`src/logic/cpuPkg.sv`:
```
package cpuPkg;

    // ********************
    // Widths and sizes
    // ********************
    localparam int dataWidth    = 8;
    localparam int pcWidth      = 8;            // 256 instruction words
    localparam int memAddrWidth = 16;
    localparam int dataDepth    = 256;          // Bytes of data RAM
    localparam int ramAddrWidth = $clog2(dataDepth);
    localparam int vidAddrWidth = 12;           // Offset from vidBase

    // ********************
    // Address map
    // ********************
    localparam logic [memAddrWidth-1:0] ramLast    = 16'h0FFF;   // RAM aliases below this
    localparam logic [memAddrWidth-1:0] ioDirAddr  = 16'h1000;
    localparam logic [memAddrWidth-1:0] ioPortAddr = 16'h1001;
    localparam logic [memAddrWidth-1:0] ioPinsAddr = 16'h1002;
    localparam logic [memAddrWidth-1:0] vidBase    = 16'h2000;
    localparam logic [memAddrWidth-1:0] vidLast    = 16'h2960;

    // ********************
    // Opcodes
    // ********************
    localparam logic [3:0] opLdi  = 4'h0;
    localparam logic [3:0] opAdd  = 4'h1;
    localparam logic [3:0] opSub  = 4'h2;
    localparam logic [3:0] opAnd  = 4'h3;
    localparam logic [3:0] opOr   = 4'h4;
    localparam logic [3:0] opXor  = 4'h5;
    localparam logic [3:0] opAdc  = 4'h6;
    localparam logic [3:0] opLd   = 4'h7;
    localparam logic [3:0] opSt   = 4'h8;
    localparam logic [3:0] opIncp = 4'h9;
    localparam logic [3:0] opBz   = 4'hA;
    localparam logic [3:0] opJmp  = 4'hB;
    localparam logic [3:0] opHalt = 4'hC;       // Codes D to F fall through as no-ops

    // Destination and 8-bit immediate
    typedef struct packed {
        logic [3:0]           rd;
        logic [dataWidth-1:0] imm;
        logic [3:0]           op;
    } immFormat;

    // Three register fields
    typedef struct packed {
        logic [3:0] rd;
        logic [3:0] rs;
        logic [3:0] rt;
        logic [3:0] op;
    } regFormat;

    // Same 16-bit word, two decodings
    typedef union packed {
        immFormat immForm;
        regFormat regForm;
    } instrWord;

    typedef struct packed {
        logic carry;
        logic zero;
        logic negative;
    } flagsWord;

endpackage

```
`src/logic/fetchStage.sv`:
```
`timescale 1ns/10ps

module fetchStage (
    input  logic                       clk,
    input  logic                       rst,
    input  logic                       run,
    input  logic                       progWe,
    input  logic [cpuPkg::pcWidth-1:0] progAddr,
    input  logic [15:0]                progData,
    input  logic                       wbDone,
    input  logic                       halt,
    input  logic                       branchTaken,
    input  logic [cpuPkg::pcWidth-1:0] branchTarget,
    output cpuPkg::instrWord           instr,
    output logic                       fetchValid,
    output logic                       halted
);
    import cpuPkg::*;

    logic [15:0]        rom [2**pcWidth];
    logic [pcWidth-1:0] pc;                     // Next address to fetch
    logic [pcWidth-1:0] fetchAddr;
    logic               busy;                   // One instruction in flight
    logic               issue;

    // Program load port, used while run is low
    always_ff @(posedge clk) begin
        if (progWe)
            rom[progAddr] <= progData;
    end

    // Branch outcome from execute is still held at retirement
    assign fetchAddr = (wbDone && branchTaken) ? branchTarget : pc;

    // Issue when idle, or on the retirement of a non-halt instruction
    assign issue = run && !halted && (!busy || (wbDone && !halt));

    always_ff @(posedge clk) begin
        if (issue)
            instr <= rom[fetchAddr];
    end

    always_ff @(posedge clk) begin
        if (rst) begin
            pc         <= '0;
            busy       <= 1'b0;
            fetchValid <= 1'b0;
            halted     <= 1'b0;
        end else begin
            fetchValid <= issue;
            if (issue) begin
                pc   <= fetchAddr + 1'b1;
                busy <= 1'b1;
            end else if (wbDone) begin
                pc   <= fetchAddr;              // Resume here once run returns
                busy <= 1'b0;
            end
            halted <= halted | (wbDone & halt); // Sticky until reset
        end
    end

endmodule

```
`config.mk`:
```
export PLATFORM = sky130hd
export DESIGN_NAME = fetchStage
export DESIGN_NICKNAME = d
export VERILOG_FILES = /design/src/logic/cpuPkg.sv /design/src/logic/fetchStage.sv
export SDC_FILE = /design/constraint.sdc
export NUM_CORES = 2
export LEC_CHECK = 0
export BUFFER_PORTS_ARGS = -buffer_cell sky130_fd_sc_hd__buf_2
export CORE_ASPECT_RATIO = 1.75
export CORE_MARGIN = 2
export CORE_UTILIZATION = 45
export CTS_CLUSTER_SIZE = 25
export DETAILED_ROUTE_END_ITERATION = 8
export PLACE_DENSITY_LB_ADDON = 0.15
export SYNTH_ARGS = -nofsm -noshare
export SYNTH_HDL_FRONTEND = slang
export SYNTH_SLANG_ARGS = --single-unit
```
`constraint.sdc`:
```
create_clock -name clk -period 4.88 [get_ports clk]
set_input_delay 0.732 -clock clk [delete_from_list [all_inputs] [get_ports clk]]
set_output_delay 0.732 -clock clk [all_outputs]
set_load 0.03 [all_outputs]
```
==> out/results.ini <==
[status]
status = complete, no violations

[global_route]
grt_pass1_wl_mm = 712
grt_pass1_vias = 88300
globalRouteTotalUtil = 0.285
grt_start_max_net_pins = 128
antenna_found_initial = 26
overflow = 0

[sta]
rsz0062_at_grt = false
fin_crit_sh = 0.996
max_freq_mhz = 206
slew_headroom = 0.121
tns_ns = 0
holdWs_ns = 0.0607
setup_violations = 0
worstMarginPinSlew_ns = 1.32
fin_skew_ns = 0.0526
maxSlewViolCount = 0
hold_viol_final = 0
fin_crit_ns = 4.86

[floorplan]
rows = 289
die_h_um = 792
coreArea_sq_um = 353000
io_pins = 57
start_util = 0.452
die_area_sq_um = 359000
fp.dieW_um = 454

[critical_path]
critPathMaxFanout = 30
slowest_stage = a211oi_2
r2r_start = pc[0]
required_ns = 5.51
worstSetupStartpointType = flip-flop
critical_path.cell_chain = a21boi_2, nor2_4, buf_12, buf_12, buf_12, buf_4, mux4_2, a22oi_1, a22oi_1, a211oi_2, o31ai_1
crit_type = flip-flop to flip-flop
arrival_ns = 5.49
critPathMaxStageDelay_ns = 0.87
reg2reg_depth = 11
end_kind = flip-flop
cp_common_cell = buf_12
crit_path_start = pc[0]

[yosys]
synth_edf_count = 4112
synth_cell_types = 78
synth_fp_nets = 8701
netlist_area_sq_um = 160000
muxShareOfSynthArea = 0.112
yosys.area.top_type = edfxtp_1
synthAdderAreaFrac = 0.0000784
synth-compound-area-share = 0.0552
synthXorXnorAreaFrac = 0.000220
netlist_instances = 8661
async_reset_ff_frac = 0
yosys.area_share.simple = 0.0388
synth_common_cells = edfxtp_1, nand2_1, mux2i_1, mux4_2, nor2_1
synth_area_leaders = edfxtp_1, mux4_2, mux2i_1, nand2_1, mux2_2
synthFlopType = edfxtp_1
ys_seq_elements = 4123
yosys.cell_count.top_type = edfxtp_1
yosysTopAreaCellShare = 0.774
yosysSeqAreaShare = 0.775
yosys_warnings = 0
synth_top_family_by_area = multiplexers
syn_area_per_cell_sq_um = 18.4

[clock_network]
root_buffer = clkbuf_16
cts_max_path_buffers = 4
cts_resized = 1
numCtsBuffers = 361
post_cts_buffers = 0
clk_pin_slew_ns = 0.07
cts_hold_buf = 0
clk_latency_ns = 0.96
cts.sinks = 4123
cts_tree = yes
htreeDepth = 5

[placement]
port_buffers = 56
globalplace.congestion = 0.906
place_inst = 13700
dpl.hpwl_mm = 329

[route]
wirelength_mm = 520
first_pass_iters = 6
num_vias = 88700
drc = 0
viasPerCell = 6.20
wl_per_cell_um = 36.3
drtIter0Drc = 11200
ant_nets = 0

[layout]
syn_to_final_growth_pct = 14.6
fin_util = 0.517
fin_cells = 14300
final_nets = 9418
drive_gt1_frac = 0.228
fillers = 28100

[pwr]
power_density_nw_per_um2 = 407
cellLeakagePower_uw = 0.0587
peakVddDrop_v = 0.000283

[flow_run]
max_cap_violations = 0

[hold_path]
hold_path_class = primary input to flip-flop
hold_path_depth = 3
hp-start = halt

-- routing by layer --
metal  track usage  wire (um)
met2         0.492     265000
met4         0.138      29100
met1         0.349     188000
met3        0.0450      38500
met5             0         74
-- placed cells by master (no fill, tap or decap), types with 19 or more instances in the layout --
master and instances:
o211ai_1 36, a211oi_1 35, a31oi_1 79, a22o_1 67
bufinv_16 31, o221ai_1 75, a222oi_1 19, clkbuf_16 366
buf_12 125, a21oi_1 269, clkinv_2 45, edfxtp_1 4112
a32oi_1 58, a22oi_1 93, nand4_1 24, nor4_1 53
nand3_1 163, o22ai_1 219, o21ai_0 129, mux2i_1 597
mux2_2 182, buf_4 711, mux4_2 433, clkbuf_1 73
nand2_1 857, nor2_1 147, clkinv_1 90, nor2_2 148
o311a_1 34, buf_2 41
-- report_power, final --
group	total [uW]	switching [uW]	internal, uW
Combinational	7140	4650	2480
Clock	28100	12800	15400
Sequential	39100	85.7	39000
-- layout make-up --
cell class / instances / area, sq um / share of cell area
Antenna cell: 14 / 35.0 / 0.000192
Clock buffer: 439 / 9430 / 0.0516
Clock inverter: 188 / 1690 / 0.00926
Inverter: 6 / 37.5 / 0.000205
Multi-Input combinational cell: 3993 / 33700 / 0.185
Sequential cell: 4123 / 124000 / 0.677
Tap cell: 4656 / 5830 / 0.0319
Timing Repair Buffer: 893 / 8290 / 0.0453
-- critical path: cells and delay by family (launching register included) --
family	cells	cell delay [ns]
compound gates	5	1.74
mux	1	0.59
flops	1	0.37
simple gates	1	0.62
buf+inv	4	1.10
-- flip-flops by register name, summed over array words and instances, names as in the netlist --
name	count
fetchValid	1
instr	16
busy	1
pc	8
rom	4096
halted	1
-- through the flow --
stage	worst slack (ns)	cell area, sq um	power, uW
after detailed placement	-0.623	172000	47000
after CTS	0.0327	183000	74700
final	0.0204	183000	74400
after global placement	-1.09	172000	46900
after floorplan	1.51	160000	43300
after global routing	0.114	183000	76100
-- kinds of logic after synthesis --
logic type / Yosys count
flip-flops: 4123
AO/OA/AOI/OAI: 1283
buffers and inverters: 545
XOR/XNOR: 4
adder cells (fa/ha/maj): 1
multiplexers: 1220
AND/OR/NAND/NOR: 1485
-- final timing paths --
| check | end | slack [ns] |
|---|---|---|
| setup / recovery | instr[7] | 0.02 |
| hold reg to reg | busy | 0.48 |
| hold / removal | halted | 0.06 |
| setup reg to reg | instr[7] | 0.02 |
Power figures use the tool's default switching activity.
