**config.mk**
```make
export PLATFORM = sky130hd
export DESIGN_NAME = memoryStage
export DESIGN_NICKNAME = d
export VERILOG_FILES = /design/src/logic/cpuPkg.sv /design/src/logic/memoryStage.sv
export SDC_FILE = /design/constraint.sdc
export NUM_CORES = 2
export LEC_CHECK = 0
export BUFFER_PORTS_ARGS = -buffer_cell sky130_fd_sc_hd__buf_4
export CAP_MARGIN = 5
export CORE_MARGIN = 5
export CORE_UTILIZATION = 30
export CTS_CLUSTER_DIAMETER = 30
export DETAILED_ROUTE_END_ITERATION = 16
export GPL_TIMING_DRIVEN = 0
export PLACE_DENSITY = 0.47
export SLEW_MARGIN = 25
export SYNTH_ARGS = -nofsm -noshare
export SYNTH_HDL_FRONTEND = slang
export SYNTH_SLANG_ARGS = --single-unit
```
**constraint.sdc**
```tcl
create_clock -name clk -period 2.8 [get_ports clk]
set_input_delay 0.28 -clock clk [delete_from_list [all_inputs] [get_ports clk]]
set_output_delay 0.28 -clock clk [all_outputs]
set_load 0.005 [all_outputs]
```
**src/logic/cpuPkg.sv**
```systemverilog
package cpuPkg;

    // ********************
    // Widths and sizes
    // ********************
    localparam int dataWidth    = 8;
    localparam int pcWidth      = 8;            // 256 instruction words
    localparam int memAddrWidth = 16;
    localparam int dataDepth    = 256;          // Bytes of data RAM
    localparam int ramAddrWidth = $clog2(dataDepth);
    localparam int vidAddrWidth = 12;           // Offset from vidBase

    // ********************
    // Address map
    // ********************
    localparam logic [memAddrWidth-1:0] ramLast    = 16'h0FFF;   // RAM aliases below this
    localparam logic [memAddrWidth-1:0] ioDirAddr  = 16'h1000;
    localparam logic [memAddrWidth-1:0] ioPortAddr = 16'h1001;
    localparam logic [memAddrWidth-1:0] ioPinsAddr = 16'h1002;
    localparam logic [memAddrWidth-1:0] vidBase    = 16'h2000;
    localparam logic [memAddrWidth-1:0] vidLast    = 16'h2960;

    // ********************
    // Opcodes
    // ********************
    localparam logic [3:0] opLdi  = 4'h0;
    localparam logic [3:0] opAdd  = 4'h1;
    localparam logic [3:0] opSub  = 4'h2;
    localparam logic [3:0] opAnd  = 4'h3;
    localparam logic [3:0] opOr   = 4'h4;
    localparam logic [3:0] opXor  = 4'h5;
    localparam logic [3:0] opAdc  = 4'h6;
    localparam logic [3:0] opLd   = 4'h7;
    localparam logic [3:0] opSt   = 4'h8;
    localparam logic [3:0] opIncp = 4'h9;
    localparam logic [3:0] opBz   = 4'hA;
    localparam logic [3:0] opJmp  = 4'hB;
    localparam logic [3:0] opHalt = 4'hC;       // Codes D to F fall through as no-ops

    // Destination and 8-bit immediate
    typedef struct packed {
        logic [3:0]           rd;
        logic [dataWidth-1:0] imm;
        logic [3:0]           op;
    } immFormat;

    // Three register fields
    typedef struct packed {
        logic [3:0] rd;
        logic [3:0] rs;
        logic [3:0] rt;
        logic [3:0] op;
    } regFormat;

    // Same 16-bit word, two decodings
    typedef union packed {
        immFormat immForm;
        regFormat regForm;
    } instrWord;

    typedef struct packed {
        logic carry;
        logic zero;
        logic negative;
    } flagsWord;

endpackage

```
**src/logic/memoryStage.sv**
```systemverilog
`timescale 1ns/10ps

module memoryStage (
    input  logic                            clk,
    input  logic                            rst,
    input  logic                            exValid,
    input  logic [cpuPkg::dataWidth-1:0]    result,
    input  logic [cpuPkg::memAddrWidth-1:0] memAddr,
    input  logic                            memWe,
    input  logic                            memRe,
    input  logic [cpuPkg::dataWidth-1:0]    memData,
    input  logic [cpuPkg::dataWidth-1:0]    ioPins,
    output logic                            wbDone,
    output logic [cpuPkg::dataWidth-1:0]    wbData,
    output logic [cpuPkg::dataWidth-1:0]    ioDir,
    output logic [cpuPkg::dataWidth-1:0]    ioPort,
    output logic                            vidWe,
    output logic [cpuPkg::vidAddrWidth-1:0] vidAddr,
    output logic [cpuPkg::dataWidth-1:0]    vidData
);
    import cpuPkg::*;

    logic [dataWidth-1:0]    ram [dataDepth];
    logic [dataWidth-1:0]    loadData;
    logic [memAddrWidth-1:0] vidOffset;
    logic                    inRam;
    logic                    inVid;

    // ********************
    // Address map
    // ********************
    assign inRam     = (memAddr <= ramLast);
    assign inVid     = (memAddr >= vidBase) && (memAddr <= vidLast);
    assign vidOffset = memAddr - vidBase;

    // Video window goes straight out as a strobe
    assign vidWe   = memWe && inVid;
    assign vidAddr = vidOffset[vidAddrWidth-1:0];
    assign vidData = memData;

    always_ff @(posedge clk) begin
        if (memWe && inRam)
            ram[memAddr[ramAddrWidth-1:0]] <= memData;  // Low byte only, region aliases
    end

    always_comb begin
        loadData = '0;                          // Unmapped reads
        if (inRam)
            loadData = ram[memAddr[ramAddrWidth-1:0]];
        else if (memAddr == ioDirAddr)
            loadData = ioDir;
        else if (memAddr == ioPortAddr)
            loadData = ioPort;
        else if (memAddr == ioPinsAddr)
            loadData = ioPins;
    end

    always_ff @(posedge clk) begin
        if (rst) begin
            wbDone <= 1'b0;
            ioDir  <= '0;
            ioPort <= '0;
        end else begin
            wbDone <= exValid;
            if (memWe && (memAddr == ioDirAddr))
                ioDir <= memData;
            if (memWe && (memAddr == ioPortAddr))
                ioPort <= memData;
        end
    end

    always_ff @(posedge clk) begin
        if (exValid)
            wbData <= memRe ? loadData : result;
    end

endmodule

```
==> results.tsv <==
metric	value	unit
synth.avg_cell_area	20.6	µm²
power_density	850	mW/mm²
synthToLayoutAreaGrowth	31.5	%
io_pins	91	
numPortBuffers	86	
drt_iter0_drc	7256	
endpoint_kind	flip-flop	
violations	setup timing	
ir_drop	0.650	mV
required	3.53	ns
layout_common_cells	2056 x edfxtp_1, 465 x mux4_2, 448 x clkbuf_16	
place_congestion	0.965	
ys_types	58	
rows	190	
antenna_found_initial	23	
cts_sinks	2073	
total_power	90600	µW
fmax	0.300	GHz
die_area	0.281	mm²
hpwl	226000	µm
run_status	complete, but fails checks	
met1_length	127000	µm
grt_max_degree	113	
layout.nets	4667	
synth-seq-cells	2073	
final-hold-violation-count	0	
drtPass1Iterations	6	
synth.net_count	3987	
ant_nets	0	
synth.area.mux_share	0.156	
clock_latency	0.98	ns
yosysWarnings	0	
avgRoutedWirePerCell	39.2	µm
fin_tns_setup	-36.39	ns
worstSetupPathType	primary input to flip-flop	
p_leak	0.0344	µW
seq_area_frac_synth	0.766	
drive_gt1_frac	0.396	
root_buffer	clkbuf_16	
clkTransAtPathRegs	0.05	ns
synth-edff-count	2056	
instances_no_fill	8536	
cts_tree	done	
finalCriticalPeriod	3.33	ns
fin_ws	-0.532	ns
layout_commonest_cell	edfxtp_1	
top_layer_used	met5	
dr_wl_met3	34000	µm
worst_pin_slew	1.22	ns
wl	335000	µm
synth_fa_ha_area_frac	0	
post_synth_and_or_nand_nor_area_fraction	0.0313	
fin_crit_sh	1.19	
synth-main-ff-cell	edfxtp_1	
worst_hold_path_type	primary input to flip-flop	
synth_top_family_by_area	multiplexers	
drcViolationCount	0	
cts_max_level	5	
dp_cells	7643	
worst_ep_arrival_time	4.06	ns
async_flop_share	0	
die_h	530	µm
path_max_fanout	10	
start_util	0.302	
syn_inst	3942	
synth_xor_area_frac	0	
fp.dieW	530	µm
route.vias.total	47400	
cts_made_buffers	442	
core	0.268	mm²
mappedNetlistArea	0.0810	mm²
grt.overflow.total	0	
synth_compound_area_frac	0.0274	
via_per_inst	5.55	
rsz0062_at_grt	true	
drv_slew	0	
grt_pass1_wl	437000	µm
cap_violations	0	
dr_wl_met2	150000	µm
finalSetupViolCount	669	
grt_pass1_vias	46400	
skew	0.0777	ns
grtUsageTotal	0.234	
relSlewSlack	0.185	
ctsLongestPathBuffers	4	
critPathLaunchType	primary input	
## flip-flops by register name, indices dropped and copies added, names as in the netlist
register,cells
ioDir,8
ram,2048
wbData,8
wbDone,1
ioPort,8
## cells by family after synthesis
logic type             count (synthesis)
AND/OR/NAND/NOR                      584
flip-flops                          2073
AO/OA/AOI/OAI                        333
buffers and inverters                277
multiplexers                         675
## worst paths after layout
path / start / endpoint / slack [ns] / cells past startpoint
min: result[3] / wbData[3]$_DFFE_PP_ / 0.02 / 4
max reg2reg: ram[203][5]$_DFFE_PP_ / wbData[5]$_DFFE_PP_ / -0.42 / 6
min reg2reg: ioPort[4]$_SDFFE_PP0P_ / ioPort[4]$_SDFFE_PP0P_ / 0.47 / 2
max: memAddr[3] / wbData[1]$_DFFE_PP_ / -0.53 / 10
## worst max-delay path, stage by stage
cell and delay [ns]:
buf_4 0.16, clkbuf_2 0.40, nand2b_1 0.09, buf_2 0.31
nor2_1 0.99, a22oi_1 0.25, o211ai_1 0.38, a21oi_1 0.19
nor3b_2 0.47, o31a_1 0.51
## stage by stage
| stage | utilization | setup slack (ns) | hold slack [ns] | area (µm²) |
|---|---|---|---|---|
| 6_report | 0.397 | -0.532 | 0.0203 | 107000 |
| 5_1_grt | 0.397 | -0.371 | 0.0287 | 107000 |
| 4_1_cts | 0.395 | -0.369 | 0.0141 | 106000 |
| 3_5_place_dp | 0.328 | -3.38 | 0.471 | 87900 |
| 3_3_place_gp | 0.321 | -4.73 | 0.471 | 86100 |
| 2_1_floorplan | - | 0.0658 | 0.379 | 81000 |
## metal layers
metal / GRT usage / up-vias
li1: - / 18000
met1: 0.302 / 25400
met2: 0.355 / 3177
met3: 0.0619 / 849
met4: 0.142 / 4
met5: 0.00325 / -
## Yosys cell counts (15+ instances only)
library cell,count,area (µm²)
edfxtp_1,2056,61700
mux4_2,465,10500
nor2_1,300,1130
mux2i_1,177,1770
nand2_1,128,480
clkbuf_1,104,390
a21oi_1,68,340
o22ai_1,65,407
a22oi_1,56,420
buf_2,56,280
nand3_1,48,240
buf_4,44,330
buf_6,38,428
o21ai_0,37,185
mux2_2,33,372
nor2b_1,26,163
inv_1,19,71.3
dfxtp_1,17,340
nor4_1,16,100
a31oi_1,15,93.8
## area by class of cell
type	instances	area, µm²
buffer	256	2490
antenna	12	30.0
clock inverter	301	3380
multi-input combinational	1592	19500
clock buffer	493	11400
tap	3552	4440
sequential	2073	62100
inverter	20	77.6
fill	23900	162000
timing repair buffer	237	3270
## what timing repair did
action / CTS / global route
pin swaps: 41 / 20
setup endpoints to repair: 2073 / 701
hold buffers: 18 / 0
endpoints found under the hold margin: 542 / 0
gates resized for setup: 656 / 86
setup buffers: 54 / 16
## power breakdown
group | switching, µW | internal (µW) | leakage, µW
clock network | 17000 | 34600 | 0.00709
logic | 3280 | 1440 | 0.00868
registers | 4.98 | 34200 | 0.0186
Note: power is estimated with default switching activity, not from simulation.
