**src/logic/cpuPkg.sv**
```systemverilog
package cpuPkg;

    // ********************
    // Widths and sizes
    // ********************
    localparam int dataWidth    = 8;
    localparam int pcWidth      = 8;            // 256 instruction words
    localparam int memAddrWidth = 16;
    localparam int dataDepth    = 256;          // Bytes of data RAM
    localparam int ramAddrWidth = $clog2(dataDepth);
    localparam int vidAddrWidth = 12;           // Offset from vidBase

    // ********************
    // Address map
    // ********************
    localparam logic [memAddrWidth-1:0] ramLast    = 16'h0FFF;   // RAM aliases below this
    localparam logic [memAddrWidth-1:0] ioDirAddr  = 16'h1000;
    localparam logic [memAddrWidth-1:0] ioPortAddr = 16'h1001;
    localparam logic [memAddrWidth-1:0] ioPinsAddr = 16'h1002;
    localparam logic [memAddrWidth-1:0] vidBase    = 16'h2000;
    localparam logic [memAddrWidth-1:0] vidLast    = 16'h2960;

    // ********************
    // Opcodes
    // ********************
    localparam logic [3:0] opLdi  = 4'h0;
    localparam logic [3:0] opAdd  = 4'h1;
    localparam logic [3:0] opSub  = 4'h2;
    localparam logic [3:0] opAnd  = 4'h3;
    localparam logic [3:0] opOr   = 4'h4;
    localparam logic [3:0] opXor  = 4'h5;
    localparam logic [3:0] opAdc  = 4'h6;
    localparam logic [3:0] opLd   = 4'h7;
    localparam logic [3:0] opSt   = 4'h8;
    localparam logic [3:0] opIncp = 4'h9;
    localparam logic [3:0] opBz   = 4'hA;
    localparam logic [3:0] opJmp  = 4'hB;
    localparam logic [3:0] opHalt = 4'hC;       // Codes D to F fall through as no-ops

    // Destination and 8-bit immediate
    typedef struct packed {
        logic [3:0]           rd;
        logic [dataWidth-1:0] imm;
        logic [3:0]           op;
    } immFormat;

    // Three register fields
    typedef struct packed {
        logic [3:0] rd;
        logic [3:0] rs;
        logic [3:0] rt;
        logic [3:0] op;
    } regFormat;

    // Same 16-bit word, two decodings
    typedef union packed {
        immFormat immForm;
        regFormat regForm;
    } instrWord;

    typedef struct packed {
        logic carry;
        logic zero;
        logic negative;
    } flagsWord;

endpackage

```
**src/logic/regFile.sv**
```systemverilog
`timescale 1ns/10ps

module regFile (
    input  logic                         clk,
    input  logic                         rst,
    input  logic [3:0]                   rs,
    input  logic [3:0]                   rt,
    input  logic [3:0]                   rd,
    input  logic [cpuPkg::dataWidth-1:0] wrData,
    input  logic                         we,
    input  logic                         incPair,
    output logic [cpuPkg::dataWidth-1:0] rsData,
    output logic [cpuPkg::dataWidth-1:0] rtData
);
    import cpuPkg::*;

    logic [dataWidth-1:0]   regs [16];
    logic [3:0]             evenSel;
    logic [3:0]             oddSel;
    logic [2*dataWidth-1:0] pairNext;

    // Combinational read ports
    assign rsData = regs[rs];
    assign rtData = regs[rt];

    // Pair is {odd, even}, low byte in the even register
    assign evenSel  = {rs[3:1], 1'b0};
    assign oddSel   = {rs[3:1], 1'b1};
    assign pairNext = {regs[oddSel], regs[evenSel]} + 1'b1;

    always_ff @(posedge clk) begin
        if (rst) begin
            for (int i = 0; i < 16; i++)
                regs[i] <= '0;
        end else if (we) begin
            regs[rd] <= wrData;                 // Write wins over increment
        end else if (incPair) begin
            regs[evenSel] <= pairNext[dataWidth-1:0];
            regs[oddSel]  <= pairNext[2*dataWidth-1:dataWidth];
        end
    end

endmodule

```
**src/logic/decodeStage.sv**
```systemverilog
`timescale 1ns/10ps

module decodeStage (
    input  logic                         clk,
    input  logic                         rst,
    input  cpuPkg::instrWord             instr,
    input  logic                         fetchValid,
    input  logic                         wbDone,
    input  logic [cpuPkg::dataWidth-1:0] wbData,
    output logic                         decValid,
    output logic [3:0]                   op,
    output logic [cpuPkg::dataWidth-1:0] imm,
    output logic [cpuPkg::dataWidth-1:0] opA,
    output logic [cpuPkg::dataWidth-1:0] opB,
    output logic [cpuPkg::dataWidth-1:0] storeData,
    output logic                         halt
);
    import cpuPkg::*;

    logic [3:0]           rdQ;                  // Destination, kept until retirement
    logic [3:0]           rsQ;                  // Pair base for opIncp
    logic [3:0]           rsSel;
    logic [3:0]           rtSel;
    logic [dataWidth-1:0] rsData;
    logic [dataWidth-1:0] rtData;
    logic                 writesReg;
    logic                 regWe;
    logic                 incPair;

    // ********************
    // Register file ports
    // ********************
    // Operands are read with fetchValid, the store source one cycle later
    assign rsSel = fetchValid ? instr.regForm.rs : rsQ;
    assign rtSel = fetchValid ? instr.regForm.rt : rdQ;
    assign storeData = rtData;                  // Valid during decValid

    always_comb begin
        case (op)
            opLdi, opAdd, opSub, opAnd, opOr, opXor, opAdc, opLd: writesReg = 1'b1;
            default:                                              writesReg = 1'b0;
        endcase
    end

    assign regWe   = wbDone && writesReg;
    assign incPair = wbDone && (op == opIncp);
    assign halt    = (op == opHalt);

    regFile registers (
        .clk     (clk),
        .rst     (rst),
        .rs      (rsSel),
        .rt      (rtSel),
        .rd      (rdQ),
        .wrData  (wbData),
        .we      (regWe),
        .incPair (incPair),
        .rsData  (rsData),
        .rtData  (rtData)
    );

    always_ff @(posedge clk) begin
        if (rst) begin
            decValid <= 1'b0;
            op       <= '0;
        end else begin
            decValid <= fetchValid;
            if (fetchValid)
                op <= instr.regForm.op;
        end
    end

    // Fields from both views of the word
    always_ff @(posedge clk) begin
        if (fetchValid) begin
            imm <= instr.immForm.imm;
            rdQ <= instr.immForm.rd;
            rsQ <= instr.regForm.rs;
            opA <= rsData;
            opB <= rtData;
        end
    end

endmodule

```
**config.mk**
```make
export PLATFORM = sky130hd
export DESIGN_NAME = decodeStage
export DESIGN_NICKNAME = d
export VERILOG_FILES = /design/src/logic/cpuPkg.sv /design/src/logic/regFile.sv /design/src/logic/decodeStage.sv
export SDC_FILE = /design/constraint.sdc
export NUM_CORES = 1
export LEC_CHECK = 0
export ABC_AREA = 1
export BUFFER_PORTS_ARGS = -buffer_cell sky130_fd_sc_hd__buf_2
export CORE_AREA = 10 10 161 163
export DETAILED_ROUTE_END_ITERATION = 8
export DIE_AREA = 0 0 171 173
export PLACE_DENSITY_LB_ADDON = 0.1
export SLEW_MARGIN = 20
export SYNTH_ARGS = -nofsm -noshare
export SYNTH_HDL_FRONTEND = slang
export SYNTH_SLANG_ARGS = --single-unit
export TNS_END_PERCENT = 20
```
**constraint.sdc**
```tcl
create_clock -name clk -period 3 [get_ports clk]
set_input_delay 0.15 -clock clk [delete_from_list [all_inputs] [get_ports clk]]
set_output_delay 0.15 -clock clk [all_outputs]
set_load 0.05 [all_outputs]
```
==> flow_summary.json <==
{
  "numCtsBuffers": 17,
  "place_congestion": 1.033,
  "max-vdd-ir-drop_uv": 415.0,
  "die_w_microns": 171,
  "drive_gt1_frac": 0.1514,
  "ios": 66,
  "via_count": 11580,
  "synth_edf_count": 156,
  "fmax_mhz": 356.4,
  "cp_data_required_time_ns": 3.19,
  "synth-adder-area-share": 0.001113,
  "cts_buffer_depth": 2,
  "wirelength_mm": 46.50,
  "setup_viol": 0,
  "ys_warn_count": 0,
  "initial_utilization": 0.4981,
  "die-area_sq_um": 29580,
  "antenna_cells": 0,
  "viasPerCell": 6.065,
  "grt_max_degree": 63,
  "synth-xor-area-share": 0.002226,
  "hp-class": "in2reg",
  "slew-limit-headroom": 0.4848,
  "period_minus_slack_ns": 2.806,
  "ys.flop_type": "edfxtp_1",
  "crit_path_cell_trace": "inv_1, nand2_1, nand2_4, nand2_1, nand2_1, nand2_1, nand2_1, nand2_1, nand2_1, inv_1, ha_1, nand2_2, nor2_4, nand2_2, nor2_2, nand3_2, nand3_1, nand2_1",
  "io_buffers": 65,
  "netlist_instances": 1520,
  "htreeDepth": 4,
  "critPathLaunchType": "flip-flop",
  "grtUsageMet2": 0.4428,
  "rows": 55,
  "core_area_sq_um": 22570,
  "antenna_found_initial": 0,
  "clock-skew-final_ns": 0.01409,
  "crit_path_top_delay_cell": "dfxtp_1",
  "yosys.area_share.simple": 0.3116,
  "grt_setup_unrepaired": "no",
  "synthMuxAreaShare": 0,
  "drv_cap": 0,
  "cts_tree": "built",
  "syn_area_per_cell_sq_um": 7.397,
  "pre_cts_ws_ns": 0.06685,
  "synth_area_sq_um": 11240,
  "wire_per_inst_microns": 24.35,
  "arrival_ns": 3.00,
  "grtUsageMet3": 0.07720,
  "synth_top_family_by_area": "simple AND/OR/NAND/NOR gates",
  "synthArstFlopShare": 0,
  "setup_ws_ns": 0.1944,
  "p_per_area_nw_per_um2": 536.8,
  "crit_path_end_kind": "flip-flop",
  "clock_latency_ns": 0.45,
  "drtIter0Drc": 1590,
  "cp_max_fo": 20,
  "slew_viol_final": 0,
  "status": "finished, final reports clean",
  "ys_seq_area_frac": 0.4327,
  "final_nets": 1641,
  "cpMostUsedCell": "nand2_1",
  "overflow": 0,
  "final_util": 0.5711,
  "grt_util_met1": 0.4125,
  "syn_nets": 1549,
  "finalSetupTns_ns": 0,
  "post-dp-hpwl_mm": 34.97,
  "post-route-drc-count": 0,
  "cts_resized": 0,
  "die_h_microns": 173,
  "grt_pass1_vias": 10630,
  "hold_viol_final": 0,
  "cts_root_buf": "clkbuf_16",
  "grt_first_pass_wirelength_mm": 67.97,
  "dr.pass1.iters": 6,
  "min_period_over_period": 0.9352,
  "clock-sinks": 165,
  "synth_compound_area_frac": 0.1566,
  "grt-busiest-layer": "met2",
  "worstMarginPinSlew_ns": 0.7720,
  "synth_cell_type_count": 41,
  "nFillCells": 2168,
  "ant_nets": 0,
  "max_stage_delay_ns": 0.37,
  "worst-setup-path-type": "reg2reg",
  "cts.clk_slew.worst_paths_ns": 0.07,
  "grt_usage": 0.3088,
  "power_leakage_nw": 5.681,
  "syn2layout_area_growth_pct": 14.66,
  "ys_ff_latch": 165,
  "fin_total_pwr_w": 0.006920
}
[cells in the mapped netlist, drive strengths merged (3+ instances only)]
| cell type | count | area share |
|---|---|---|
| a21oi | 70 | 0.031 |
| nor2 | 97 | 0.042 |
| a31oi | 3 | 0.0017 |
| nand3b | 7 | 0.0047 |
| nor3 | 7 | 0.0046 |
| edfxtp | 156 | 0.42 |
| o211ai | 15 | 0.010 |
| o221ai | 8 | 0.0062 |
| o21ai | 174 | 0.078 |
| o22ai | 50 | 0.028 |
| nand3 | 161 | 0.076 |
| dfxtp | 9 | 0.016 |
| inv | 168 | 0.056 |
| clkbuf | 39 | 0.013 |
| nand4 | 8 | 0.0045 |
| buf | 46 | 0.026 |
| nand2 | 493 | 0.18 |
[layer usage]
layer | wire, microns | up-vias
met5 | 0 | -
met4 | 2796 | 0
met3 | 5655 | 134
met2 | 19750 | 781
met1 | 18300 | 5367
li1 | - | 5302
[path summary, 6_finish.rpt]
path | cells after the start | slack (ns) | start | end
worst max register to register | 18 | 0.19 | rsQ[1] | registers.regs[13][4]
worst min-delay path | 1 | 0.009 | instr[9] | imm[5]
worst min register to register | 2 | 0.54 | rsQ[3] | rsQ[3]
worst max-delay path | 18 | 0.19 | rsQ[1] | registers.regs[13][4]
[power breakdown]
part           internal, W  switching [W]  leakage (nW)
sequential         0.00266      0.0000976          1.68
combinational     0.000505        0.00142          3.71
clock              0.00114        0.00110         0.292
total              0.00430        0.00262          5.68
[cell families after synthesis]
| group | count (synthesis) |
|---|---|
| AND/OR/NAND/NOR | 776 |
| AO/OA/AOI/OAI | 322 |
| buffers and inverters | 254 |
| flip-flops | 165 |
| XOR/XNOR | 2 |
| adder cells (fa/ha/maj) | 1 |
[cell usage in the layout (no fill, tap or decap), types with 8 or more instances in the layout]
| cell type | instances |
|---|---|
| a21oi_1 | 70 |
| buf_2 | 65 |
| buf_4 | 72 |
| clkbuf_16 | 17 |
| dfxtp_1 | 9 |
| dlygate4sd3_1 | 16 |
| edfxtp_1 | 156 |
| inv_1 | 162 |
| nand2_1 | 464 |
| nand2_2 | 16 |
| nand2_4 | 11 |
| nand3_1 | 155 |
| nand4_1 | 8 |
| nor2_1 | 72 |
| nor2_2 | 17 |
| o211ai_1 | 15 |
| o21ai_0 | 149 |
| o21ai_1 | 22 |
| o221ai_1 | 8 |
| o22ai_1 | 50 |
[metrics by stage]
step | std cells | hold WS (ns) | area, sq um
2_1_floorplan | 1520 | 0.2224 | 11240
3_5_place_dp | 1859 | 0.3314 | 12100
6_report | 1910 | 0.008604 | 12890
5_1_grt | 1910 | 0.01008 | 12890
4_1_cts | 1907 | 0.003130 | 12860
3_3_place_gp | 1859 | 0.3297 | 12100
[worst max-delay path: cells and delay by family, from the launching register on]
kind / cells / cell delay [ns]
adders and majority gates: 1 / 0.20
buffers and inverters: 2 / 0.16
DFF: 1 / 0.37
and+or+nand+nor: 15 / 1.82
[repair_timing]
item | 4_1_cts | 5_1_grt
setup endpoints to repair | 0 | 2
hold endpoints to repair | 16 | 0
buffers inserted | 0 | 3
hold buffers | 16 | 0
[flip-flops by register name, indices dropped and copies added (netlist names)]
register	cells
imm	8
opB	8
registers.regs	128
op	4
decValid	1
rdQ	4
opA	8
rsQ	4
[final cells by class]
| type | instances | area (sq um) | share of cell area |
|---|---|---|---|
| inverters | 169 | 634.4 | 0.04921 |
| repair buffers | 158 | 1126 | 0.08735 |
| clock buffers | 18 | 439.2 | 0.03407 |
| well taps | 285 | 356.6 | 0.02766 |
| multi-input cells | 1101 | 5315 | 0.4123 |
| flip-flops and latches | 165 | 4865 | 0.3774 |
| clock inverters | 14 | 155.1 | 0.01204 |
(Power assumes the default switching activity.)
