<file path="config.mk">
export PLATFORM = sky130hd
export DESIGN_NAME = executeStage
export DESIGN_NICKNAME = d
export VERILOG_FILES = /design/src/logic/cpuPkg.sv /design/src/logic/executeStage.sv
export SDC_FILE = /design/constraint.sdc
export NUM_CORES = 1
export LEC_CHECK = 0
export BUFFER_PORTS_ARGS = -buffer_cell sky130_fd_sc_hd__clkbuf_2
export CORE_UTILIZATION = 53
export DETAILED_ROUTE_END_ITERATION = 16
export PLACE_DENSITY_LB_ADDON = 0.15
export SLEW_MARGIN = 20
export SYNTH_ARGS = -nofsm -noshare
export SYNTH_HDL_FRONTEND = slang
export SYNTH_SLANG_ARGS = --single-unit
</file>
<file path="constraint.sdc">
create_clock -name clk -period 3.93 [get_ports clk]
set_clock_uncertainty 0.15 [all_clocks]
set_input_delay 0.5895 -clock clk [delete_from_list [all_inputs] [get_ports clk]]
set_output_delay 0.5895 -clock clk [all_outputs]
set_load 0.05 [all_outputs]
</file>
<file path="src/logic/cpuPkg.sv">
package cpuPkg;

    // ********************
    // Widths and sizes
    // ********************
    localparam int dataWidth    = 8;
    localparam int pcWidth      = 8;            // 256 instruction words
    localparam int memAddrWidth = 16;
    localparam int dataDepth    = 256;          // Bytes of data RAM
    localparam int ramAddrWidth = $clog2(dataDepth);
    localparam int vidAddrWidth = 12;           // Offset from vidBase

    // ********************
    // Address map
    // ********************
    localparam logic [memAddrWidth-1:0] ramLast    = 16'h0FFF;   // RAM aliases below this
    localparam logic [memAddrWidth-1:0] ioDirAddr  = 16'h1000;
    localparam logic [memAddrWidth-1:0] ioPortAddr = 16'h1001;
    localparam logic [memAddrWidth-1:0] ioPinsAddr = 16'h1002;
    localparam logic [memAddrWidth-1:0] vidBase    = 16'h2000;
    localparam logic [memAddrWidth-1:0] vidLast    = 16'h2960;

    // ********************
    // Opcodes
    // ********************
    localparam logic [3:0] opLdi  = 4'h0;
    localparam logic [3:0] opAdd  = 4'h1;
    localparam logic [3:0] opSub  = 4'h2;
    localparam logic [3:0] opAnd  = 4'h3;
    localparam logic [3:0] opOr   = 4'h4;
    localparam logic [3:0] opXor  = 4'h5;
    localparam logic [3:0] opAdc  = 4'h6;
    localparam logic [3:0] opLd   = 4'h7;
    localparam logic [3:0] opSt   = 4'h8;
    localparam logic [3:0] opIncp = 4'h9;
    localparam logic [3:0] opBz   = 4'hA;
    localparam logic [3:0] opJmp  = 4'hB;
    localparam logic [3:0] opHalt = 4'hC;       // Codes D to F fall through as no-ops

    // Destination and 8-bit immediate
    typedef struct packed {
        logic [3:0]           rd;
        logic [dataWidth-1:0] imm;
        logic [3:0]           op;
    } immFormat;

    // Three register fields
    typedef struct packed {
        logic [3:0] rd;
        logic [3:0] rs;
        logic [3:0] rt;
        logic [3:0] op;
    } regFormat;

    // Same 16-bit word, two decodings
    typedef union packed {
        immFormat immForm;
        regFormat regForm;
    } instrWord;

    typedef struct packed {
        logic carry;
        logic zero;
        logic negative;
    } flagsWord;

endpackage

</file>
<file path="src/logic/executeStage.sv">
`timescale 1ns/10ps

module executeStage (
    input  logic                            clk,
    input  logic                            rst,
    input  logic                            decValid,
    input  logic [3:0]                      op,
    input  logic [cpuPkg::dataWidth-1:0]    imm,
    input  logic [cpuPkg::dataWidth-1:0]    opA,
    input  logic [cpuPkg::dataWidth-1:0]    opB,
    input  logic [cpuPkg::dataWidth-1:0]    storeData,
    output logic                            exValid,
    output logic [cpuPkg::dataWidth-1:0]    result,
    output logic [cpuPkg::memAddrWidth-1:0] memAddr,
    output logic                            memWe,
    output logic                            memRe,
    output logic [cpuPkg::dataWidth-1:0]    memData,
    output logic                            branchTaken,
    output logic [cpuPkg::pcWidth-1:0]      branchTarget
);
    import cpuPkg::*;

    flagsWord           flags;
    logic [dataWidth:0] aluSum;                 // Top bit is carry out
    logic               isAlu;

    // ********************
    // ALU
    // ********************
    always_comb begin
        aluSum = '0;
        isAlu  = 1'b1;
        case (op)
            opAdd:   aluSum = {1'b0, opA} + {1'b0, opB};
            opSub:   aluSum = {1'b0, opA} + {1'b0, ~opB} + 1'b1;  // Carry means no borrow
            opAdc:   aluSum = {1'b0, opA} + {1'b0, opB} + flags.carry;
            opAnd:   aluSum = {1'b0, opA & opB};
            opOr:    aluSum = {1'b0, opA | opB};
            opXor:   aluSum = {1'b0, opA ^ opB};
            default: isAlu  = 1'b0;
        endcase
    end

    always_ff @(posedge clk) begin
        if (rst) begin
            exValid     <= 1'b0;
            memWe       <= 1'b0;
            memRe       <= 1'b0;
            branchTaken <= 1'b0;
            flags       <= '0;
        end else begin
            exValid <= decValid;
            memWe   <= decValid && (op == opSt);  // Single-cycle strobes
            memRe   <= decValid && (op == opLd);
            if (decValid)
                branchTaken <= (op == opJmp) || ((op == opBz) && flags.zero);
            if (decValid && isAlu) begin
                flags.carry    <= aluSum[dataWidth];
                flags.zero     <= (aluSum[dataWidth-1:0] == '0);
                flags.negative <= aluSum[dataWidth-1];
            end
        end
    end

    always_ff @(posedge clk) begin
        if (decValid) begin
            result       <= isAlu ? aluSum[dataWidth-1:0] : imm;  // opLdi takes imm
            memAddr      <= {opB, opA};
            memData      <= storeData;
            branchTarget <= imm[pcWidth-1:0];
        end
    end

endmodule

</file>
==> results of run 1 <==
[area by class of cell]
type / instances / area (µm²) / area share, %
Tap cell: 72 / 90.1 / 2.53
Sequential cell: 46 / 1320 / 37.1
Clock buffer: 6 / 72.6 / 2.04
Clock inverter: 2 / 10.0 / 0.281
Timing Repair Buffer: 85 / 433 / 12.1
Inverter: 25 / 93.8 / 2.63
Multi-Input combinational cell: 204 / 1550 / 43.3
[layout by cell type (no fill, tap or decap), drive strengths merged, types with 4 or more instances in the layout]
cell,instances
clkbuf,88
xor2,6
a211oi,4
nor3b,5
edfxtp,40
nand3,12
nor2b,8
o21ai,16
a22oi,4
nor3,7
o2111ai,4
nand2b,6
ha,26
nand2,13
a21oi,16
nor2,18
a221oi,4
or3,4
inv,25
dfxtp,6
[power breakdown]
group	leakage, nW	total, mW	switching, mW	internal, mW
logic	1.09	0.413	0.292	0.120
clock network	0.0450	0.279	0.155	0.124
registers	0.441	0.583	0.00974	0.574
[state kept, by name (all words and copies together), names as in the netlist]
name / flops
memRe: 1
result: 8
branchTaken: 1
exValid: 1
memAddr: 16
memWe: 1
branchTarget: 8
memData: 8
flags: 2
[Yosys cell counts (all sizes together) (3+ instances only)]
master   instances  area share [%]
nand2b           6             1.2
nand2           13             1.6
buf              5             1.8
nor3b            5             1.6
a22o             3            0.86
or3              4            0.82
xor2             6             2.0
a211oi           4             1.7
edfxtp          40              39
a221oi           4             1.4
a22oi            4            0.98
nor2            18             2.2
inv             25             3.1
o21ai           16             2.6
a21oi           16             2.6
nand3           12             2.1
nor2b            8             1.6
ha              26              11
nor3             7             1.3
dfxtp            6             3.9
clkbuf           7             1.3
a21o             3            0.74
a31oi            3            0.61
o2111ai          4             1.1
[per-stage QoR]
step	util [%]	total power [mW]	setup WS, ns	hold slack [ns]
floorplan	-	0.904	0.849	0.288
global placement	62.9	1.00	0.548	0.311
detailed placement	62.9	1.00	0.474	0.308
CTS	64.4	1.28	0.787	0.311
global route	64.4	1.34	0.577	0.301
finish	64.4	1.27	0.764	0.320
[worst paths after layout]
| path | from | end | depth (start not counted) | slack (ns) |
|---|---|---|---|---|
| setup / recovery | opA[0] | result[6] | 10 | 0.76 |
| hold / removal | storeData[1] | memData[1] | 1 | 0.32 |
| setup reg to reg | flags[2] | result[6] | 8 | 1.49 |
| hold reg to reg | branchTaken | branchTaken | 2 | 0.32 |
[routing by layer]
layer  wire, µm  part of all wire, %
met1       3210                   46
met2       3210                   46
met3        546                  7.8
met4         75                  1.1
met5          0                    0
[cells by family after synthesis]
logic type / count (synthesis)
and+or+nand+nor: 91
AOI/OAI and AO/OA: 76
DFF: 46
buffers and inverters: 37
adders and majority gates: 28
xor gates and xnor gates: 8
muxes: 1
==> metrics.md, run 1 <==
| Metric | Value |
|---|---|
| Run status | completed |
| Total placed cells including tap cells | about 430 |
| Average wire length per cell after detail routing | 16.0 µm |
| Core Footprint | 5540 µm² |
| Slowest cell on crit path | sky130_fd_sc_hd__fa_1 |
| Drt via density | roughly 5.7 |
| Post-CTS Setup Inserts | 0 |
| Largest family of logic cells by synthesized area | compound AO/OA/AOI/OAI gates |
| Met1 capacity usage during global routing | 33.0% |
| Vias | 2515 |
| Number of buffers on the longest clock path | 2 |
| GR Layer Usage met2 | 40.0% |
| Vertical die dimension | 77.9 µm |
| Final weighted congestion of routability-driven global placement | 0.919 |
| Cell area after synthesis | 3060 µm² |
| Required time reported for the critical path endpoint | 3.81 ns |
| Worst setup path category | in -> reg |
| Number of distinct library cells after synthesis | 69 |
| Total of max-cap violations | 0 |
| Ratio of final minimum period to clock period | approximately 81% |
| Unrepaired setup endpoints after global routing | false |
| Gate Count Post-Synth | 287 |
| Sequential area share after synthesis | approximately 43% |
| Area delta synth->final | 16.7% |
| Critical Path Max Stage Delay | 0.50 ns |
| I/O pin total | 83 |
| Worst setup EP type | register |
| Wire length reported by the detailed router | 7040 µm |
| Arrival @ worst endpoint | roughly 3.0 ns |
| Maximum number of pins on one net before global-route repair | 27 |
| Estimated wirelength of the detail-placed design | about 5300 µm |
| Count of port buffers added during placement | 82 |
| Mean instance size in the synthesized netlist | approximately 11 µm² |
| Worst Setup Start Kind | input pin |
| Simple-gate share of the synthesized area | 17.7% |
| Fmax | roughly 320 MHz |
| TritonCTS buffer count | 5 |
| Syn_nets | around 350 |
| Fraction of final layout cells sized beyond drive strength 1 | 29.1% |
| Die Wd | between 70 and 80 µm |
| Flop and latch count out of synthesis | 46 |
| Root cell of the clock tree | sky130_fd_sc_hd__clkbuf_8 |
| Die area | a little over 6000 µm² |
| Leakage power of the design | around 1.6 nW |
| Highest-utilization routing layer at the global route stage | met2 |
| Most common cell type on the critical path | sky130_fd_sc_hd__nand2_1 |
| Min-Delay Path Class | in -> reg |
| Fill cell instance count of the final layout | roughly 490 |
| CTS tree | yes |
| Xor/xnor cell area share of the yosys netlist | 2.54% |
| Adder and majority cell fraction of the synthesized area | a little under an eighth |
| Number of nets at the end of the flow | between 400 and 500 |
| Initial core utilization | 55.2% |
| Antenna viol nets, final | 0 |
| Final hold violations | 0 |
| Share of synthesized registers carrying an async set or reset | 0% |
| Number of buffers added to fix hold violations after cts | 0 |
| Global-route wire length before repair | between 10000 and 15000 µm |
| Mux cell area share after synthesis | less than 1% |
| Post-route setup TNS | 0 ns |
| Clk pin slew, worst setup/hold paths | 0.08 ns |
| Max FO, Critical Path | 4 |
| Drt drc | 0 |
| Cell-by-cell listing of the critical path | clkbuf_2, ha_1, fa_1, xor2_1, nand2_1, nor3_2, o2111ai_1, xnor2_1, a2111oi_2, nand2_1 |
| Family with the most delay on the worst path | adder cells |
| Number of flops mapped to enable cells by yosys | 40 |
| Shortest period the worst path allows | 3.17 ns |
| Number of global-route vias before repair | 2329 |
| Slew at the pin closest to its max-slew limit | approximately 0.58 ns |
| Buffers and inverters on the worst path | 1 |
| Placed cell areas | around 3500 µm² |
| Initial antenna violation count | 0 |
| Main flop type after synthesis | sky130_fd_sc_hd__edfxtp_1 |
| Final setup vio count | 0 |
| Total global routing track utilization | between 20% and 30% |
| Clk_lat worst skew | 0.29 ns |
| Starting DRT DRC Count | 107 |
| Final global-route overflow total | 0 |
| Post-synthesis compound-gate area fraction | 18.1% |
| Final instance area | about 3600 µm² |
| Post-route non-filler standard cell count | 440 |
| Cts repair resizes | 0 |
| Maximum level of the CTS H-tree | 2 |
| First-pass detailed-route iteration total | 4 |
| Count of standard-cell rows | 27 |
| Worst ir drop on vdd | 0.000180 V |
| Num Clock Sinks | 46 |
| Max transition margin | 61.3% |
| Pins over their slew limit | 0 |
| Ys Warns | 0 |
| Routing usage on met3 | 4.12% |
| Power Density | between 300 and 400 nW/µm² |
| ANT cells | 0 |
Note: power is estimated with default switching activity, not from simulation.
==> run 2: changes to the inputs <==
- ABC_AREA: default -> 1
- clock period: 3.93 -> 3.09 ns (I/O delays scaled with it)
==> run 2 against run 1 <==
Sequential power up 27%. Register-to-register slack worse by 0.34 ns. Die area up 0.13%. Hold slack lost 0.13 ns. Combinational power grew 24%. Global-route usage grew 0.14 points. Non-clock buffer count down 2. Sequential share of layout area fell by 0.54 points. Wire length shrank 2.8%. Via count up 8.3%. Sequential cell count unchanged. Synthesized area increased by 0.12%. Critical path type unchanged. Critical endpoint is now flags[2]. Largest power group unchanged.
==> metrics.md, run 2 <==
| Metric | Value |
|---|---|
| Run status | completed (unchanged) |
| Most common cell after layout, fill and taps aside | sky130_fd_sc_hd__nand2_1 (was sky130_fd_sc_hd__clkbuf_2) |
| Die Wd | 78.0 µm (was 77.9 µm) |
| Vias | 2724 (was 2515) |
| Slew at the pin closest to its max-slew limit | 0.520 ns (was 0.579 ns) |
| Clk pin slew, worst setup/hold paths | 0.09 ns (was 0.08 ns) |
| Area delta synth->final | 18.2% (was 16.7%) |
| Final global-route overflow total | 0 (unchanged) |
| Worst setup EP type | register (unchanged) |
| Largest Register | memAddr (unchanged) |
| Worst Hold Path Cells | 1 (unchanged) |
| Top library cells by usage in the layout, fill and taps aside | sky130_fd_sc_hd__nand2_1 (88), sky130_fd_sc_hd__clkbuf_2 (82), sky130_fd_sc_hd__nor2_1 (50), sky130_fd_sc_hd__inv_1 (47), sky130_fd_sc_hd__nand3_1 (41) (was sky130_fd_sc_hd__clkbuf_2 (82), sky130_fd_sc_hd__edfxtp_1 (40), sky130_fd_sc_hd__ha_1 (26), sky130_fd_sc_hd__inv_1 (25), sky130_fd_sc_hd__nor2_1 (18)) |
| Die area | 6080 µm² (was 6070 µm²) |
| Setup WS pre-CTS | 0.354 ns (was 0.474 ns) |
| Count of standard-cell rows | 27 (unchanged) |
| Flip-flop count of the largest register after layout | 16 (unchanged) |
| Final weighted congestion of routability-driven global placement | 0.912 (was 0.919) |
| Sequential area share after synthesis | 43.2% (about the same) |
| R2R depth | 12 (was 8) |
| Min-Delay Path Class | in -> reg (unchanged) |
| Worst setup path category | in -> reg (unchanged) |
| Post-route setup TNS | 0 ns (unchanged) |
| Wire length reported by the detailed router | 6850 µm (was 7040 µm) |
| Average wire length per cell after detail routing | 12.9 µm (was 16.0 µm) |
| Final hold violations | 0 (unchanged) |
| I/O pin total | 83 (unchanged) |
| Total of max-cap violations | 0 (unchanged) |
| Cts repair resizes | 0 (unchanged) |
| Drt drc | 0 (unchanged) |
| Max FO, Critical Path | 4 (unchanged) |
| Mean instance size in the synthesized netlist | 8.20 µm² (was 10.7 µm²) |
| Ys Warns | 0 (unchanged) |
| Required time reported for the critical path endpoint | 3.19 ns (was 3.81 ns) |
| Unrepaired setup endpoints after global routing | false (unchanged) |
| ANT cells | 0 (unchanged) |
| Fraction of final layout cells sized beyond drive strength 1 | 26.4% (was 29.1%) |
| Flop and latch count out of synthesis | 46 (unchanged) |
| Clk_lat worst skew | 0.30 ns (was 0.29 ns) |
| Post-CTS Setup Inserts | 0 (unchanged) |
| Number of nets at the end of the flow | 525 (was 434) |
| Initial antenna violation count | 0 (unchanged) |
| Most numerous cell in the Yosys netlist | sky130_fd_sc_hd__nand2_1 (was sky130_fd_sc_hd__edfxtp_1) |
| Starting DRT DRC Count | 153 (was 107) |
| Number of buffers on the longest clock path | 2 (unchanged) |
| Leakage power of the design | 1.83 nW (was 1.57 nW) |
| Worst ir drop on vdd | 0.000289 V (was 0.000180 V) |
| TritonCTS buffer count | 5 (unchanged) |
| Pins over their slew limit | 0 (unchanged) |
| Maximum number of pins on one net before global-route repair | 43 (was 27) |
| Fmax | between 400 and 500 MHz |
| Num Clock Sinks | 46 (unchanged) |
| Ratio of final minimum period to clock period | 80.5% |
| Final critical-path setup slack | 0.601 ns (was 0.764 ns) |
| Final total power | 1.63 mW (was 1.27 mW) |
| Count of port buffers added during placement | 82 (unchanged) |
| Portion of synthesized cell area occupied by the leading cell type | 39.2% (was 39.3%) |
| Vertical die dimension | 78.0 µm (was 77.9 µm) |
| CTS tree | yes (unchanged) |
| Post-route non-filler standard cell count | 531 (was 440) |
| Global-route wire length before repair | 11500 µm (was 11300 µm) |
| Core Footprint | 5540 µm² (unchanged) |
| Estimated wirelength of the detail-placed design | 5350 µm (was 5330 µm) |
| Syn_nets | 440 (was 354) |
| Main flop type after synthesis | sky130_fd_sc_hd__edfxtp_1 (unchanged) |
| Number of distinct library cells after synthesis | 33 (was 69) |
| Number of flops mapped to enable cells by yosys | 40 (unchanged) |
| Biggest area contributors in the synthesized netlist | sky130_fd_sc_hd__edfxtp_1 (39%), sky130_fd_sc_hd__nand2_1 (11%), sky130_fd_sc_hd__ha_1 (11%), sky130_fd_sc_hd__nand3_1 (6.7%), sky130_fd_sc_hd__nor2_1 (6.1%) (was sky130_fd_sc_hd__edfxtp_1 (39%), sky130_fd_sc_hd__ha_1 (11%), sky130_fd_sc_hd__dfxtp_1 (3.9%), sky130_fd_sc_hd__inv_1 (3.1%), sky130_fd_sc_hd__a21oi_1 (2.6%)) |
| Yosys top cell by area | sky130_fd_sc_hd__edfxtp_1 (unchanged) |
| Maximum level of the CTS H-tree | 2 (unchanged) |
| Total global routing track utilization | 24.3% (was 24.1%) |
| First-pass detailed-route iteration total | 4 (unchanged) |
| Gate Count Post-Synth | 373 (was 287) |
| Shortest period the worst path allows | 2.49 ns |
| Max transition margin | 65.4% (was 61.3%) |
| Drt via density | 5.13 (was 5.72) |
| Arrival @ worst endpoint | 2.59 ns (was 3.04 ns) |
| Total placed cells including tap cells | 523 (was 432) |
| Root cell of the clock tree | sky130_fd_sc_hd__clkbuf_8 (unchanged) |
| Share of synthesized registers carrying an async set or reset | 0% (unchanged) |
| Power Density | 450 nW/µm² (was 357 nW/µm²) |
| Number of global-route vias before repair | 2555 (was 2329) |
| Final setup vio count | 0 (unchanged) |
| Initial core utilization | 55.2% (about the same) |
| Cell area after synthesis | 3060 µm² (about the same) |
| Worst Setup Start Kind | input pin (unchanged) |
| Commonest cells in the netlist | sky130_fd_sc_hd__nand2_1 (88), sky130_fd_sc_hd__nor2_1 (50), sky130_fd_sc_hd__inv_1 (47) (was sky130_fd_sc_hd__edfxtp_1 (40), sky130_fd_sc_hd__ha_1 (26), sky130_fd_sc_hd__inv_1 (25)) |
| Final core occ | 65.3% (was 64.4%) |
| Number of buffers added to fix hold violations after cts | 0 (unchanged) |
| Antenna viol nets, final | 0 (unchanged) |
==> run 2: cell types whose count changed in the layout (fill, tap and decap cells not counted), moves of 7 or more <==
cell / delta
sky130_fd_sc_hd__inv_1: +22
sky130_fd_sc_hd__nand2_1: +75
sky130_fd_sc_hd__nand2_2: +9
sky130_fd_sc_hd__inv_2: +7
sky130_fd_sc_hd__a21oi_1: -7
sky130_fd_sc_hd__nor2b_1: -8
sky130_fd_sc_hd__nor2_1: +32
sky130_fd_sc_hd__nand3_1: +30
==> run 2: cells by family after synthesis <==
group / Yosys count / synth area share [%]
AOI/OAI and AO/OA: 30 / 6.30
xor gates and xnor gates: 1 / 0.286
adders and majority gates: 28 / 11.9
buffers and inverters: 60 / 8.01
DFF: 46 / 43.2
and+or+nand+nor: 208 / 30.3
==> run 2: layout make-up <==
| type | instances | area, µm² |
|---|---|---|
| fillers | 512 | 1920 |
| multi-input cells | 267 | 1490 |
| flip-flops and latches | 46 | 1320 |
| repair buffers | 83 | 418 |
| inverters | 55 | 209 |
| well taps | 72 | 90.1 |
| clock buffers | 6 | 72.6 |
| clock inverters | 2 | 13.8 |
==> run 2: per-stage QoR <==
step	area (µm²)	hold slack [ns]
detailed placement	3530	0.327
global placement	3530	0.328
finish	3620	0.186
floorplan	3060	0.299
CTS	3620	0.182
global route	3620	0.178
==> run 2: final timing paths <==
check	startpoint	to	slack (ns)
max	opA[0]	flags[2]	0.60
min reg2reg	branchTaken	branchTaken	0.35
min	storeData[3]	memData[3]	0.19
max reg2reg	flags[2]	flags[2]	1.15
==> run 2: power by group <==
| part | total (mW) | internal [mW] | switching, mW |
|---|---|---|---|
| Sequential | 0.743 | 0.731 | 0.0126 |
| Combinational | 0.513 | 0.132 | 0.382 |
| Clock | 0.373 | 0.160 | 0.213 |
| Total | 1.63 | 1.02 | 0.607 |
==> run 2: routing by layer <==
| layer | routed length [µm] | part of all wire [%] | up-vias | GRT usage (%) |
|---|---|---|---|---|
| li1 | - | - | 1390 | - |
| met1 | 3050 | 44 | 1222 | 31.2 |
| met2 | 3180 | 46 | 100 | 40.1 |
| met3 | 485 | 7.1 | 12 | 4.35 |
| met4 | 131 | 1.9 | 0 | 10.2 |
| met5 | 0 | 0 | - | 0 |
==> run 2: worst max-delay path, stage by stage <==
cell	delay, ns
sky130_fd_sc_hd__clkbuf_2	0.10
sky130_fd_sc_hd__ha_1	0.26
sky130_fd_sc_hd__fa_1	0.55
sky130_fd_sc_hd__ha_1	0.19
sky130_fd_sc_hd__nand3_1	0.11
sky130_fd_sc_hd__inv_1	0.09
sky130_fd_sc_hd__nand3_1	0.14
sky130_fd_sc_hd__nor2_1	0.15
sky130_fd_sc_hd__nand3_1	0.11
sky130_fd_sc_hd__a21boi_0	0.17
sky130_fd_sc_hd__o21ai_1	0.09
sky130_fd_sc_hd__nand3_1	0.09
sky130_fd_sc_hd__nand2_1	0.05
sky130_fd_sc_hd__inv_1	0.04
==> run 3: changes to the inputs <==
- clock period: 3.09 -> 2.3 ns (I/O delays scaled with it)
==> run 3 against run 2 <==
The flow now finishes with violations (setup timing). Sequential share of layout area decreased by 3.5 points. Die area unchanged. Cell area rose by 11%. Cell count grew 7.0%. Worst setup slack got worse by 0.67 ns. Non-clock buffer count rose by 37. Via count rose by 8.4%. Global-route usage is 1.3 points higher. Critical path depth grew 1. Core utilization up 6.9 points. Clock power increased by 34%. Register-to-register slack lost 0.93 ns. Largest power group unchanged.
==> metrics.md, run 3 (synthesis results as in run 2) <==
| Metric | Value |
|---|---|
| Wire length reported by the detailed router | 7810 µm (was 6850 µm) |
| Clk_lat worst skew | 0.30 ns (about the same) |
| Arrival @ worst endpoint | 2.46 ns (was 2.59 ns) |
| Num Clock Sinks | 46 (unchanged) |
| Fraction of final layout cells sized beyond drive strength 1 | 35.9% (was 26.4%) |
| Post-route non-filler standard cell count | 568 (was 531) |
| Maximum level of the CTS H-tree | 2 (unchanged) |
| Worst setup path category | in -> reg (unchanged) |
| Slew at the pin closest to its max-slew limit | 0.532 ns (was 0.520 ns) |
| Root cell of the clock tree | sky130_fd_sc_hd__clkbuf_8 (unchanged) |
| Core Footprint | 5540 µm² (unchanged) |
| Leakage power of the design | 2.00 nW (was 1.83 nW) |
| Number of nets at the end of the flow | 562 (was 525) |
| Pins over their slew limit | 0 (unchanged) |
| Largest Register | memAddr (unchanged) |
| Violations in the final reports | setup timing |
| ANT cells | 0 (unchanged) |
| Antenna viol nets, final | 0 (unchanged) |
| CTS tree | yes (unchanged) |
| Required time reported for the critical path endpoint | 2.39 ns (was 3.19 ns) |
| Worst ir drop on vdd | 0.000343 V (was 0.000289 V) |
| Number of buffers added to fix hold violations after cts | 0 (unchanged) |
| Starting DRT DRC Count | 202 (was 153) |
| Count of standard-cell rows | 27 (unchanged) |
| Die Wd | 78.0 µm (unchanged) |
| Final critical-path setup slack | -0.0735 ns (was 0.601 ns) |
| Final core occ | 72.2% (was 65.3%) |
| Vertical die dimension | 78.0 µm (unchanged) |
| Min-Delay Path Class | in -> reg (unchanged) |
| Total global routing track utilization | 25.6% (was 24.3%) |
| Final weighted congestion of routability-driven global placement | 0.918 (was 0.912) |
| Average wire length per cell after detail routing | 13.8 µm (was 12.9 µm) |
| Total of max-cap violations | 0 (unchanged) |
| Number of global-route vias before repair | 2728 (was 2555) |
| Total placed cells including tap cells | 559 (was 523) |
| Ratio of final minimum period to clock period | 103% |
| Vias | 2953 (was 2724) |
| Power Density | 575 nW/µm² (was 450 nW/µm²) |
| Unrepaired setup endpoints after global routing | true (was false) |
| Worst flop-to-flop path startpoint | flags[2] (unchanged) |
| I/O pin total | 83 (unchanged) |
| Area delta synth->final | 30.7% (was 18.2%) |
| Final global-route overflow total | 0 (unchanged) |
| Flip-flop count of the largest register after layout | 16 (unchanged) |
| Final hold violations | 0 (unchanged) |
| Drt via density | 5.20 (was 5.13) |
| Maximum number of pins on one net before global-route repair | 43 (unchanged) |
| Die area | 6080 µm² (unchanged) |
| Estimated wirelength of the detail-placed design | 5860 µm (was 5350 µm) |
| Placed cell areas | 3800 µm² (was 3530 µm²) |
| Fmax | 421 MHz |
| Max transition margin | 64.4% (was 65.4%) |
| Count of port buffers added during placement | 82 (unchanged) |
| Run status | finished with violations (was completed) |
| Most common cell after layout, fill and taps aside | sky130_fd_sc_hd__nand2_1 (unchanged) |
| Initial antenna violation count | 0 (unchanged) |
| Max FO, Critical Path | 3 (was 4) |
| Global-route wire length before repair | 12000 µm (was 11500 µm) |
| Number of buffers on the longest clock path | 2 (unchanged) |
| Critical Path Source | opA[0] (unchanged) |
| Final instance area | 4000 µm² (was 3620 µm²) |
| Top library cells by usage in the layout, fill and taps aside | sky130_fd_sc_hd__nand2_1 (88), sky130_fd_sc_hd__clkbuf_2 (80), sky130_fd_sc_hd__inv_1 (45), sky130_fd_sc_hd__nor2_1 (43), sky130_fd_sc_hd__edfxtp_1 (40) (was sky130_fd_sc_hd__nand2_1 (88), sky130_fd_sc_hd__clkbuf_2 (82), sky130_fd_sc_hd__nor2_1 (50), sky130_fd_sc_hd__inv_1 (47), sky130_fd_sc_hd__nand3_1 (41)) |
| Clk pin slew, worst setup/hold paths | 0.09 ns (about the same) |
| Initial core utilization | 55.2% (unchanged) |
| Worst Setup Start Kind | input pin (unchanged) |
| TritonCTS buffer count | 5 (unchanged) |
| Worst setup EP type | register (unchanged) |
| Shortest period the worst path allows | 2.37 ns |
| First-pass detailed-route iteration total | 5 (was 4) |
| Final setup vio count | 1 (was 0) |
| Hold wc startpoint | storeData[1] (was storeData[3]) |
| Drt drc | 0 (unchanged) |
## run 3: cell types whose count changed in the layout (fill, tap and decap cells not counted), moves of 4 or more
cell,before,now
sky130_fd_sc_hd__nand3_1,41,37
sky130_fd_sc_hd__ha_1,26,21
sky130_fd_sc_hd__nor2_2,6,12
sky130_fd_sc_hd__buf_4,1,38
sky130_fd_sc_hd__nor2_1,50,43
## run 3: layout make-up
cell class	count	area [µm²]
multi-input combinational	267	1580
fill	452	1540
sequential	46	1320
timing repair buffer	120	712
inverter	55	209
tap	72	90.1
clock buffer	6	72.6
clock inverter	2	13.8
## run 3: path summary, 6_finish.rpt
path,depth (start not counted),slack (ns),end
max,15,-0.07,flags[1]
min,1,0.07,memData[1]
min reg2reg,2,0.34,flags[1]
max reg2reg,13,0.22,flags[1]
## run 3: stage by stage
stage | hold slack, ns | setup WS, ns | power (mW) | TNS [ns]
4_1_cts | 0.0640 | 0.0150 | 2.28 | 0
3_5_place_dp | 0.328 | -0.342 | 1.78 | -1.55
3_3_place_gp | 0.324 | -0.252 | 1.76 | -1.15
5_1_grt | 0.0581 | -0.173 | 2.40 | -0.214
2_1_floorplan | 0.257 | 0.00916 | 1.53 | 0
6_report | 0.0670 | -0.0735 | 2.30 | -0.0735
## run 3: repair_timing
| action | 4_1_cts | 5_1_grt |
|---|---|---|
| buffers inserted | 0 | 1 |
| gates resized for setup | 1 | 30 |
| setup endpoints to repair | 1 | 5 |
| pin swaps | 1 | 11 |
## run 3: worst max-delay path: stages
cell and delay [ns]:
sky130_fd_sc_hd__buf_8 0.10, sky130_fd_sc_hd__ha_4 0.16, sky130_fd_sc_hd__fa_2 0.63, sky130_fd_sc_hd__ha_4 0.22, sky130_fd_sc_hd__nand2_1 0.06, sky130_fd_sc_hd__nand2_1 0.07, sky130_fd_sc_hd__nor2_2 0.12, sky130_fd_sc_hd__nand3_2 0.10
sky130_fd_sc_hd__nor2_2 0.14, sky130_fd_sc_hd__nand2_1 0.06, sky130_fd_sc_hd__nor2_1 0.10, sky130_fd_sc_hd__nand2_1 0.07, sky130_fd_sc_hd__nor2_1 0.10, sky130_fd_sc_hd__nand2_1 0.07, sky130_fd_sc_hd__a21oi_2 0.12
## run 3: power breakdown
part           internal, mW  leakage [nW]  total (mW)  switching (mW)
combinational         0.248          1.52       0.800           0.552
clock                 0.215        0.0452       0.501           0.286
sequential            0.982         0.440       0.998          0.0169
## run 3: routing by layer
layer | up-vias | GRT usage, % | wire [µm]
met5 | - | 0 | 0
met4 | 0 | 9.44 | 177
met3 | 19 | 4.71 | 530
met2 | 126 | 44.3 | 3850
met1 | 1349 | 31.7 | 3250
li1 | 1459 | - | -
